==> config.mk <==
export PLATFORM = sky130hd
export DESIGN_NAME = trail_top
export DESIGN_NICKNAME = d
export VERILOG_FILES = /design/src/trail_pkg.sv /design/src/tile_writer.sv /design/src/trail_classifier.sv /design/src/trail_grid.sv /design/src/trail_top.sv
export SDC_FILE = /design/constraint.sdc
export NUM_CORES = 2
export LEC_CHECK = 0
export BUFFER_PORTS_ARGS = -buffer_cell sky130_fd_sc_hd__buf_2
export CAP_MARGIN = 25
export CORE_MARGIN = 5
export CORE_UTILIZATION = 58
export CTS_CLUSTER_DIAMETER = 40
export DETAILED_ROUTE_END_ITERATION = 8
export HOLD_SLACK_MARGIN = 0.05
export PLACE_DENSITY = 0.74
export SLEW_MARGIN = 20
export SYNTH_ARGS = -nofsm -noshare
export SYNTH_HDL_FRONTEND = slang
export SYNTH_HIERARCHICAL = 1
export SYNTH_SLANG_ARGS = --single-unit
==> constraint.sdc <==
create_clock -name Clk -period 3.25 [get_ports Clk]
set_clock_uncertainty 0.05 [all_clocks]
set_input_delay 0.1625 -clock Clk [delete_from_list [all_inputs] [get_ports Clk]]
set_output_delay 0.1625 -clock Clk [all_outputs]
set_load 0.01 [all_outputs]
==> src/trail_pkg.sv <==
/*
 * shared types and constants for the light-cycle trail subsystem
 * every stage refers to these through trail_pkg:: scoped names
 */
package trail_pkg;

	// play field in cells
	localparam int GRID_W = 32;
	localparam int GRID_H = 32;

	// one tile is eight frame buffer words, one per pixel row
	localparam int TILE_ROWS = 8;

	typedef logic [4:0] coord_t;

	typedef enum logic [1:0] {
		DIR_UP,
		DIR_DOWN,
		DIR_LEFT,
		DIR_RIGHT
	} dir_t;

	typedef enum logic [1:0] {
		KIND_HORIZ,
		KIND_VERT,
		KIND_CORNER
	} kind_t;

	typedef logic player_t;

	localparam player_t PLAYER_BLUE = 1'b0;
	localparam player_t PLAYER_RED  = 1'b1;

	// 2-bit pixel codes, pixel 0 sits in the lowest bits of a word
	typedef logic [1:0] pix_t;

	localparam pix_t PIX_EMPTY = 2'b00;
	localparam pix_t PIX_BLUE  = 2'b01;
	localparam pix_t PIX_RED   = 2'b10;

	typedef logic [12:0] fb_addr_t;
	typedef logic [15:0] fb_word_t;

endpackage

==> src/tile_writer.sv <==
/*
 * stage 3: paints one 8x8 trail tile per event into the frame buffer
 * rows go out on eight back-to-back cycles, the credit returns with the last
 */
`timescale 1ns/10ps

module tile_writer (
	input  logic                Clk,
	input  logic                arst_n,
	input  logic                run,
	input  logic                evt_valid,
	input  trail_pkg::player_t  evt_player,
	input  trail_pkg::coord_t   evt_x,
	input  trail_pkg::coord_t   evt_y,
	input  trail_pkg::kind_t    evt_kind,
	output logic                evt_credit,
	output logic                fb_we,
	output trail_pkg::fb_addr_t fb_addr,
	output trail_pkg::fb_word_t fb_data
);

	localparam int PIXELS = $bits(trail_pkg::fb_word_t) / $bits(trail_pkg::pix_t);

	typedef enum logic {
		IDLE,
		PAINT
	} state_t;

	state_t state;
	logic [2:0] row;
	logic last_row;
	logic horiz_on;
	logic vert_on;
	trail_pkg::pix_t color;

	trail_pkg::player_t cur_player;
	trail_pkg::coord_t  cur_x;
	trail_pkg::coord_t  cur_y;
	trail_pkg::kind_t   cur_kind;

	assign last_row   = (row == 3'(trail_pkg::TILE_ROWS - 1));
	assign fb_we      = (state == PAINT);
	assign evt_credit = (state == PAINT) && last_row;

	// word address of row r is (y*8 + r)*32 + x
	assign fb_addr = trail_pkg::fb_addr_t'((cur_y * trail_pkg::TILE_ROWS + row)
		* trail_pkg::GRID_W + cur_x);

	always_ff @(posedge Clk or negedge arst_n)
	begin
		if (!arst_n)
		begin
			state <= IDLE;
			row   <= 3'd0;
		end
		else if (!run)
		begin
			state <= IDLE;
			row   <= 3'd0;
		end
		else
		begin
			case (state)
				IDLE:
				begin
					row <= 3'd0;
					if (evt_valid)
						state <= PAINT;
				end
				PAINT:
				begin
					row <= row + 3'd1;
					if (last_row)
						state <= IDLE;
				end
				default:
					state <= IDLE;
			endcase
		end
	end

	// hold the accepted event for the whole tile
	always_ff @(posedge Clk)
	begin
		if (state == IDLE && evt_valid)
		begin
			cur_player <= evt_player;
			cur_x      <= evt_x;
			cur_y      <= evt_y;
			cur_kind   <= evt_kind;
		end
	end

	// corner is the union of both strokes
	assign horiz_on = (cur_kind != trail_pkg::KIND_VERT) && (row == 3'd3 || row == 3'd4);
	assign vert_on  = (cur_kind != trail_pkg::KIND_HORIZ);

	always_comb
	begin
		color = (cur_player == trail_pkg::PLAYER_RED) ? trail_pkg::PIX_RED : trail_pkg::PIX_BLUE;
		fb_data = {PIXELS{trail_pkg::PIX_EMPTY}};
		for (int p = 0; p < PIXELS; p++)
		begin
			if (horiz_on || (vert_on && (p == 3 || p == 4)))
				fb_data[2*p +: 2] = color;
		end
	end

	// the grid only forwards once the previous tile returned its credit
	assert property (@(posedge Clk) disable iff (!arst_n) evt_valid |-> (state == IDLE));

endmodule

==> src/trail_classifier.sv <==
/*
 * stage 1: samples both cycles on each frame tick and turns moves into trail events
 * events leave blue first, one per cycle, as long as downstream credits remain
 */
`timescale 1ns/10ps

module trail_classifier #(
	parameter int EVT_CREDITS = 2
) (
	input  logic                Clk,
	input  logic                arst_n,
	input  logic                run,
	input  logic                frame_tick,
	input  trail_pkg::coord_t   blue_x,
	input  trail_pkg::coord_t   blue_y,
	input  trail_pkg::dir_t     blue_dir,
	input  trail_pkg::coord_t   red_x,
	input  trail_pkg::coord_t   red_y,
	input  trail_pkg::dir_t     red_dir,
	output logic                evt_valid,
	output trail_pkg::player_t  evt_player,
	output trail_pkg::coord_t   evt_x,
	output trail_pkg::coord_t   evt_y,
	output trail_pkg::kind_t    evt_kind,
	input  logic                evt_credit
);

	localparam int CNT_W = $clog2(EVT_CREDITS + 1);

	logic             armed;
	logic             take_tick;
	logic             blue_moved;
	logic             red_moved;
	logic [1:0]       pend_cnt;
	logic [CNT_W-1:0] credit_cnt;

	trail_pkg::coord_t last_blue_x;
	trail_pkg::coord_t last_blue_y;
	trail_pkg::coord_t last_red_x;
	trail_pkg::coord_t last_red_y;
	trail_pkg::dir_t   last_blue_dir;
	trail_pkg::dir_t   last_red_dir;

	// two-entry pending queue, head at index 0
	trail_pkg::player_t q_player [2];
	trail_pkg::coord_t  q_x [2];
	trail_pkg::coord_t  q_y [2];
	trail_pkg::kind_t   q_kind [2];

	function automatic trail_pkg::kind_t classify(input trail_pkg::dir_t dir,
		input trail_pkg::dir_t last_dir);
		trail_pkg::kind_t kind;
		if (dir != last_dir)
			kind = trail_pkg::KIND_CORNER;
		else if (dir == trail_pkg::DIR_UP || dir == trail_pkg::DIR_DOWN)
			kind = trail_pkg::KIND_VERT;
		else
			kind = trail_pkg::KIND_HORIZ;
		return kind;
	endfunction

	// a tick while events are still queued is dropped
	assign take_tick  = run && frame_tick && (pend_cnt == 2'd0);
	assign blue_moved = armed && ((blue_x != last_blue_x) || (blue_y != last_blue_y));
	assign red_moved  = armed && ((red_x != last_red_x) || (red_y != last_red_y));

	assign evt_valid  = (pend_cnt != 2'd0) && (credit_cnt != '0);
	assign evt_player = q_player[0];
	assign evt_x      = q_x[0];
	assign evt_y      = q_y[0];
	assign evt_kind   = q_kind[0];

	always_ff @(posedge Clk or negedge arst_n)
	begin
		if (!arst_n)
		begin
			armed    <= 1'b0;
			pend_cnt <= 2'd0;
		end
		else if (!run)
		begin
			armed    <= 1'b0;
			pend_cnt <= 2'd0;
		end
		else if (take_tick)
		begin
			armed    <= 1'b1;
			pend_cnt <= {1'b0, blue_moved} + {1'b0, red_moved};
		end
		else if (evt_valid)
			pend_cnt <= pend_cnt - 2'd1;
	end

	always_ff @(posedge Clk or negedge arst_n)
	begin
		if (!arst_n)
			credit_cnt <= CNT_W'(EVT_CREDITS);
		else if (!run)
			credit_cnt <= CNT_W'(EVT_CREDITS);
		else if (evt_valid && !evt_credit)
			credit_cnt <= credit_cnt - 1'b1;
		else if (!evt_valid && evt_credit)
			credit_cnt <= credit_cnt + 1'b1;
	end

	// samples and queue payload
	always_ff @(posedge Clk)
	begin
		if (take_tick)
		begin
			last_blue_x   <= blue_x;
			last_blue_y   <= blue_y;
			last_blue_dir <= blue_dir;
			last_red_x    <= red_x;
			last_red_y    <= red_y;
			last_red_dir  <= red_dir;
			// red lands behind blue, or at the head when blue stood still
			if (blue_moved)
			begin
				q_player[0] <= trail_pkg::PLAYER_BLUE;
				q_x[0]      <= blue_x;
				q_y[0]      <= blue_y;
				q_kind[0]   <= classify(blue_dir, last_blue_dir);
				q_player[1] <= trail_pkg::PLAYER_RED;
				q_x[1]      <= red_x;
				q_y[1]      <= red_y;
				q_kind[1]   <= classify(red_dir, last_red_dir);
			end
			else
			begin
				q_player[0] <= trail_pkg::PLAYER_RED;
				q_x[0]      <= red_x;
				q_y[0]      <= red_y;
				q_kind[0]   <= classify(red_dir, last_red_dir);
			end
		end
		else if (evt_valid)
		begin
			q_player[0] <= q_player[1];
			q_x[0]      <= q_x[1];
			q_y[0]      <= q_y[1];
			q_kind[0]   <= q_kind[1];
		end
	end

	// returned credits must never exceed what was handed out
	assert property (@(posedge Clk) disable iff (!arst_n) credit_cnt <= CNT_W'(EVT_CREDITS));

endmodule

==> src/trail_grid.sv <==
/*
 * second pipeline stage that buffers classifier events and keeps the occupancy grid
 * each event tests and marks its cell, then goes on to the tile writer
 */
`timescale 1ns/10ps

module trail_grid #(
	parameter int EVT_CREDITS = 2,
	parameter int WR_CREDITS  = 1
) (
	input  logic                Clk,
	input  logic                arst_n,
	input  logic                run,
	input  logic                evt_valid,
	input  trail_pkg::player_t  evt_player,
	input  trail_pkg::coord_t   evt_x,
	input  trail_pkg::coord_t   evt_y,
	input  trail_pkg::kind_t    evt_kind,
	output logic                evt_credit,
	output logic                fwd_valid,
	output trail_pkg::player_t  fwd_player,
	output trail_pkg::coord_t   fwd_x,
	output trail_pkg::coord_t   fwd_y,
	output trail_pkg::kind_t    fwd_kind,
	input  logic                wr_credit,
	output logic                crash_blue,
	output logic                crash_red
);

	localparam int PTR_W    = (EVT_CREDITS > 1) ? $clog2(EVT_CREDITS) : 1;
	localparam int CNT_W    = $clog2(EVT_CREDITS + 1);
	localparam int WR_CNT_W = $clog2(WR_CREDITS + 1);

	trail_pkg::player_t buf_player [EVT_CREDITS];
	trail_pkg::coord_t  buf_x [EVT_CREDITS];
	trail_pkg::coord_t  buf_y [EVT_CREDITS];
	trail_pkg::kind_t   buf_kind [EVT_CREDITS];

	logic [PTR_W-1:0]    wr_ptr;
	logic [PTR_W-1:0]    rd_ptr;
	logic [CNT_W-1:0]    buf_cnt;
	logic [WR_CNT_W-1:0] wr_cnt;
	logic                hit;

	// one bit per cell indexed by [y][x]
	logic [trail_pkg::GRID_H-1:0][trail_pkg::GRID_W-1:0] occ;

	function automatic logic [PTR_W-1:0] ptr_next(input logic [PTR_W-1:0] ptr);
		return (ptr == PTR_W'(EVT_CREDITS - 1)) ? '0 : ptr + 1'b1;
	endfunction

	assign fwd_valid  = (buf_cnt != '0) && (wr_cnt != '0);
	assign fwd_player = buf_player[rd_ptr];
	assign fwd_x      = buf_x[rd_ptr];
	assign fwd_y      = buf_y[rd_ptr];
	assign fwd_kind   = buf_kind[rd_ptr];
	assign hit        = occ[fwd_y][fwd_x];

	// forwarding frees the slot
	assign evt_credit = fwd_valid;

	always_ff @(posedge Clk or negedge arst_n)
	begin
		if (!arst_n)
		begin
			wr_ptr  <= '0;
			rd_ptr  <= '0;
			buf_cnt <= '0;
		end
		else if (!run)
		begin
			wr_ptr  <= '0;
			rd_ptr  <= '0;
			buf_cnt <= '0;
		end
		else
		begin
			if (evt_valid)
				wr_ptr <= ptr_next(wr_ptr);
			if (fwd_valid)
				rd_ptr <= ptr_next(rd_ptr);
			if (evt_valid && !fwd_valid)
				buf_cnt <= buf_cnt + 1'b1;
			else if (!evt_valid && fwd_valid)
				buf_cnt <= buf_cnt - 1'b1;
		end
	end

	always_ff @(posedge Clk)
	begin
		if (evt_valid)
		begin
			buf_player[wr_ptr] <= evt_player;
			buf_x[wr_ptr]      <= evt_x;
			buf_y[wr_ptr]      <= evt_y;
			buf_kind[wr_ptr]   <= evt_kind;
		end
	end

	// writer credits
	always_ff @(posedge Clk or negedge arst_n)
	begin
		if (!arst_n)
			wr_cnt <= WR_CNT_W'(WR_CREDITS);
		else if (!run)
			wr_cnt <= WR_CNT_W'(WR_CREDITS);
		else if (fwd_valid && !wr_credit)
			wr_cnt <= wr_cnt - 1'b1;
		else if (!fwd_valid && wr_credit)
			wr_cnt <= wr_cnt + 1'b1;
	end

	// crash flags stick until run drops
	always_ff @(posedge Clk or negedge arst_n)
	begin
		if (!arst_n)
		begin
			occ        <= '0;
			crash_blue <= 1'b0;
			crash_red  <= 1'b0;
		end
		else if (!run)
		begin
			occ        <= '0;
			crash_blue <= 1'b0;
			crash_red  <= 1'b0;
		end
		else if (fwd_valid)
		begin
			occ[fwd_y][fwd_x] <= 1'b1;
			if (hit && fwd_player == trail_pkg::PLAYER_RED)
				crash_red <= 1'b1;
			if (hit && fwd_player == trail_pkg::PLAYER_BLUE)
				crash_blue <= 1'b1;
		end
	end

	// the classifier's credit count must keep it from overrunning the buffer
	assert property (@(posedge Clk) disable iff (!arst_n)
		evt_valid |-> (buf_cnt < CNT_W'(EVT_CREDITS)));

endmodule

==> src/trail_top.sv <==
/*
 * trail subsystem top: classifier, occupancy grid and tile writer in a chain
 * links between stages are credit controlled, depths set here
 */
`timescale 1ns/10ps

module trail_top #(
	parameter int EVT_CREDITS = 2,
	parameter int WR_CREDITS  = 1
) (
	input  logic                Clk,
	input  logic                arst_n,
	input  logic                run,
	input  logic                frame_tick,
	input  trail_pkg::coord_t   blue_x,
	input  trail_pkg::coord_t   blue_y,
	input  trail_pkg::dir_t     blue_dir,
	input  trail_pkg::coord_t   red_x,
	input  trail_pkg::coord_t   red_y,
	input  trail_pkg::dir_t     red_dir,
	output logic                fb_we,
	output trail_pkg::fb_addr_t fb_addr,
	output trail_pkg::fb_word_t fb_data,
	output logic                crash_blue,
	output logic                crash_red
);

	// classifier to grid
	logic               cls_valid;
	trail_pkg::player_t cls_player;
	trail_pkg::coord_t  cls_x;
	trail_pkg::coord_t  cls_y;
	trail_pkg::kind_t   cls_kind;
	logic               cls_credit;

	// grid to writer
	logic               grd_valid;
	trail_pkg::player_t grd_player;
	trail_pkg::coord_t  grd_x;
	trail_pkg::coord_t  grd_y;
	trail_pkg::kind_t   grd_kind;
	logic               grd_credit;

	trail_classifier #(
		.EVT_CREDITS(EVT_CREDITS)
	) i_trail_classifier (
		.Clk        (Clk),
		.arst_n     (arst_n),
		.run        (run),
		.frame_tick (frame_tick),
		.blue_x     (blue_x),
		.blue_y     (blue_y),
		.blue_dir   (blue_dir),
		.red_x      (red_x),
		.red_y      (red_y),
		.red_dir    (red_dir),
		.evt_valid  (cls_valid),
		.evt_player (cls_player),
		.evt_x      (cls_x),
		.evt_y      (cls_y),
		.evt_kind   (cls_kind),
		.evt_credit (cls_credit)
	);

	trail_grid #(
		.EVT_CREDITS(EVT_CREDITS),
		.WR_CREDITS (WR_CREDITS)
	) i_trail_grid (
		.Clk        (Clk),
		.arst_n     (arst_n),
		.run        (run),
		.evt_valid  (cls_valid),
		.evt_player (cls_player),
		.evt_x      (cls_x),
		.evt_y      (cls_y),
		.evt_kind   (cls_kind),
		.evt_credit (cls_credit),
		.fwd_valid  (grd_valid),
		.fwd_player (grd_player),
		.fwd_x      (grd_x),
		.fwd_y      (grd_y),
		.fwd_kind   (grd_kind),
		.wr_credit  (grd_credit),
		.crash_blue (crash_blue),
		.crash_red  (crash_red)
	);

	tile_writer i_tile_writer (
		.Clk        (Clk),
		.arst_n     (arst_n),
		.run        (run),
		.evt_valid  (grd_valid),
		.evt_player (grd_player),
		.evt_x      (grd_x),
		.evt_y      (grd_y),
		.evt_kind   (grd_kind),
		.evt_credit (grd_credit),
		.fb_we      (fb_we),
		.fb_addr    (fb_addr),
		.fb_data    (fb_data)
	);

endmodule

==> flow_summary.toml <==
[critical_path]
max_stage_delay_ns = 0.47
crit_chain = "mux2i_4, buf_6, buf_16, inv_16, buf_12, bufbuf_16, buf_4, nand2_1, a32oi_1, nand4_1, a221oi_2, a31oi_2, o41ai_2, buf_4, o311a_4, a32o_1"
end_kind = "register"
critical_path_class = "register to register"
cpMostUsedCell = "buf_4"
slowest_stage = "dfrtp_2"
r2r_slack_ns = -0.27
worstPathRequired_ns = 3.89
r2r_cells = 16
reg2reg_from = "i_trail_grid/rd_ptr$_DFFE_PN0P_"
cp.arrival_ns = 4.16
crit_fanout = 7
setup.worst_path.start_class = "register"
r2r_end = "i_trail_grid/crash_red$_DFFE_PN0P_"

[clock_network]
cts_tree = "done"
cts_buffers = 148
path_clk_slew_ns = 0.06
clkLatencyLatePin_ns = 0.77
cts_sinks = 1129
root_buffer = "clkbuf_16"
h-tree-depth = 4
cts.path.max_buffers = 3

[global_route]
met1_usage = 0.517
overflow = 0
track_usage = 0.390
grt_pass1_vias = 45500
grt_util_met2 = 0.564
grt_pass1_wl_mm = 287
grt_max_degree = 293
antenna_found_initial = 4
busiest_layer = "met2"
grt_use_met3 = 0.122

[power_and_ir_drop]
power.net_switching_uw = 19000
intPower_uw = 32400
ir_worst_vdd_mv = 0.639
p_seq_frac = 0.293
power.leakage_uw = 0.0266
p_comb_frac = 0.372
clkPwrFrac = 0.335
sw_frac_of_total = 0.370
powerDensity_mw_per_mm2 = 803

[worst_hold_path]
hold_path_depth = 2
holdPathEnd = "i_trail_classifier/last_red_y[4]$_DFFE_PP_"
worstHoldPathType = "input port to register"
min_from = "red_y[4]"

[sta]
whs_ns = 0.119
final-max-slew-violation-count = 0
fin_crit_ns = 3.52
post-route-period-util = 1.08
worstMarginPinSlew_ns = 1.13
slew_headroom = 0.245
rsz0062_at_grt = "true"
setup_violations = 3
hold_viol = 0
fmax_mhz = 284
setup_ws_ns = -0.267

[place]
hpwlAfterDp_mm = 122
dp.cells = 6788
io_buffers = 59
placed_area_mm2 = 0.0574
globalplace.congestion = 1.00

[floorplanning]
ioPinCount = 60
die_y_um = 311
coreArea_mm2 = 0.0899
die_area_mm2 = 0.0965
initial_core_util = 0.583
die_w_um = 311
row_count = 110

[routing]
viasPerCell = 6.50
drt_wl_total_mm = 193
drtIter0Drc = 6381
dr.pass1.iters = 6
vias = 46400
drtAntennaViolNets = 0
drc = 0
routedWlPerCell_um = 27.1

[layout]
fin_cells = 7133
fin_nets = 5867
drive_above_1_share = 0.169
nFillCells = 6395
syn_to_final_growth_pct = 22.2
fin_area_mm2 = 0.0641

[synthesis]
yosys_warnings = 6
synth_area_mm2 = 0.0524
ys_types = 73
synth-seq-area-share = 0.547
synth-main-ff-cell = "dfrtp_1"
syn_avg_cell_area_um2 = 9.53
synth.net_count = 5534
ys_seq_elements = 1129
async_reset_ff_frac = 0.921
syn_inst = 5502
synth_edf_count = 88

[run_status]
status = "finished, violations left"
violations = "negative setup slack"

[job]
maxCapViolCount = 0
[power groups by stage]
stage | registers (uW) | logic, uW | clock network [uW]
2_1_floorplan | 15200 | 7600 | 0
3_3_place_gp | 15300 | 16400 | 0
3_5_place_dp | 15300 | 16500 | 0
4_1_cts | 15100 | 17800 | 17300
5_1_grt | 15100 | 19400 | 18000
6_report | 15100 | 19100 | 17200
[metal layers]
layer / part of all wire / up-vias
met5: 0.00027 / -
met4: 0.076 / 4
met3: 0.13 / 862
met2: 0.43 / 3215
met1: 0.37 / 22800
li1: - / 19500
[placed cells by master, fill, tap and decap left out, drive strengths merged, types with 16 or more instances in the layout]
cell / instances
xnor2: 16
and3: 19
nand2: 877
a32o: 26
mux2i: 134
nor2: 417
bufinv: 20
a31oi: 36
clkinv: 34
dlygate4sd3: 28
o21a: 329
a21oi: 754
nand3: 262
nor3: 39
dfrtp: 1038
buf: 576
clkbuf: 201
edfxtp: 88
o22ai: 19
a32oi: 71
inv: 25
nor2b: 706
o21ai: 19
nand4: 67
[registers in the layout (all words and copies together), names as in the netlist, 2 cells and up]
signal	flops
i_trail_grid/occ	1024
i_trail_classifier/q_x	10
i_trail_classifier/q_y	10
i_trail_grid/buf_x	10
i_trail_grid/buf_y	10
i_tile_writer/cur_x	5
i_tile_writer/cur_y	5
i_trail_classifier/last_blue_x	5
i_trail_classifier/last_blue_y	5
i_trail_classifier/last_red_x	5
i_trail_classifier/last_red_y	5
i_trail_classifier/q_kind	4
i_trail_grid/buf_kind	4
i_tile_writer/row	3
i_tile_writer/cur_kind	2
i_trail_classifier/credit_cnt	2
i_trail_classifier/last_blue_dir	2
i_trail_classifier/last_red_dir	2
i_trail_classifier/pend_cnt	2
i_trail_classifier/q_player	2
i_trail_grid/buf_cnt	2
i_trail_grid/buf_player	2
[timing repair]
action / CTS / global route
gates resized for setup: 55 / 55
cloned: 7 / 5
endpoints found under the hold margin: 792 / 0
hold buffers: 29 / 0
setup buffers: 16 / 18
setup endpoints to repair: 2 / 19
pin swaps: 16 / 27
[cells in the mapped netlist (32+ instances only)]
| cell | count | share of area |
|---|---|---|
| mux2i_1 | 128 | 0.024 |
| nand4_1 | 67 | 0.0080 |
| buf_2 | 154 | 0.015 |
| a32oi_1 | 71 | 0.012 |
| nand3_1 | 261 | 0.025 |
| nor3_1 | 38 | 0.0036 |
| o21a_1 | 329 | 0.047 |
| nand2_1 | 876 | 0.063 |
| dfrtp_1 | 1038 | 0.50 |
| a31oi_1 | 36 | 0.0043 |
| nor2b_1 | 706 | 0.084 |
| clkbuf_1 | 238 | 0.017 |
| edfxtp_1 | 88 | 0.050 |
| nor2_1 | 410 | 0.029 |
| buf_4 | 32 | 0.0046 |
| a21oi_1 | 754 | 0.072 |
[cells by family after synthesis]
group / after synthesis / synth area share
mux: 142 / 0.0289
compound gates: 1308 / 0.154
xor+xnor: 31 / 0.00518
flops: 1129 / 0.547
simple gates: 2438 / 0.224
fa+ha+maj: 4 / 0.000955
buf+inv: 450 / 0.0391
[critical path, delay by kind of cell, from the launching register on]
kind / cells / cell delay (ns)
compound gates: 6 / 1.49
buf+inv: 7 / 0.99
mux: 1 / 0.22
flops: 1 / 0.47
simple gates: 2 / 0.22
[worst max path at each step]
stage / startpoint / endpoint / slack (ns) / cells after the start
CTS: i_trail_grid/rd_ptr$_DFFE_PN0P_ / i_trail_grid/crash_red$_DFFE_PN0P_ / -0.18 / 16
global placement: i_trail_grid/rd_ptr$_DFFE_PN0P_ / i_trail_grid/crash_red$_DFFE_PN0P_ / -0.89 / 16
global route: i_trail_grid/rd_ptr$_DFFE_PN0P_ / i_trail_grid/crash_blue$_DFFE_PN0P_ / -0.34 / 17
finish: i_trail_grid/rd_ptr$_DFFE_PN0P_ / i_trail_grid/crash_red$_DFFE_PN0P_ / -0.27 / 16
detailed placement: i_trail_grid/rd_ptr$_DFFE_PN0P_ / i_trail_grid/crash_blue$_DFFE_PN0P_ / -0.63 / 16
floorplan: i_trail_grid/rd_ptr$_DFFE_PN0P_ / i_trail_grid/crash_red$_DFFE_PN0P_ / 0.48 / 12
[layout make-up]
cell class                      count  area, um2  area share
Inverter                           18       86.3     0.00135
Multi-Input combinational cell   3923      22300       0.348
Tap cell                         1176       1470      0.0230
Timing Repair Buffer              615       6230      0.0973
Antenna cell                        2       5.00   0.0000781
Sequential cell                  1129      28700       0.448
Clock inverter                     74       1060      0.0166
Clock buffer                      196       4190      0.0654
[per-stage QoR]
step	setup TNS [ns]	total power (uW)	utilization	setup WS, ns
after global placement	-1.80	31700	0.638	-0.894
after CTS	-0.366	50100	0.707	-0.185
final	-0.532	51500	0.713	-0.267
after global routing	-0.664	52400	0.713	-0.340
after detailed placement	-1.27	31800	0.638	-0.634
after floorplan	0	22800	-	0.482
No activity file was read; power rests on OpenSTA's default activity.
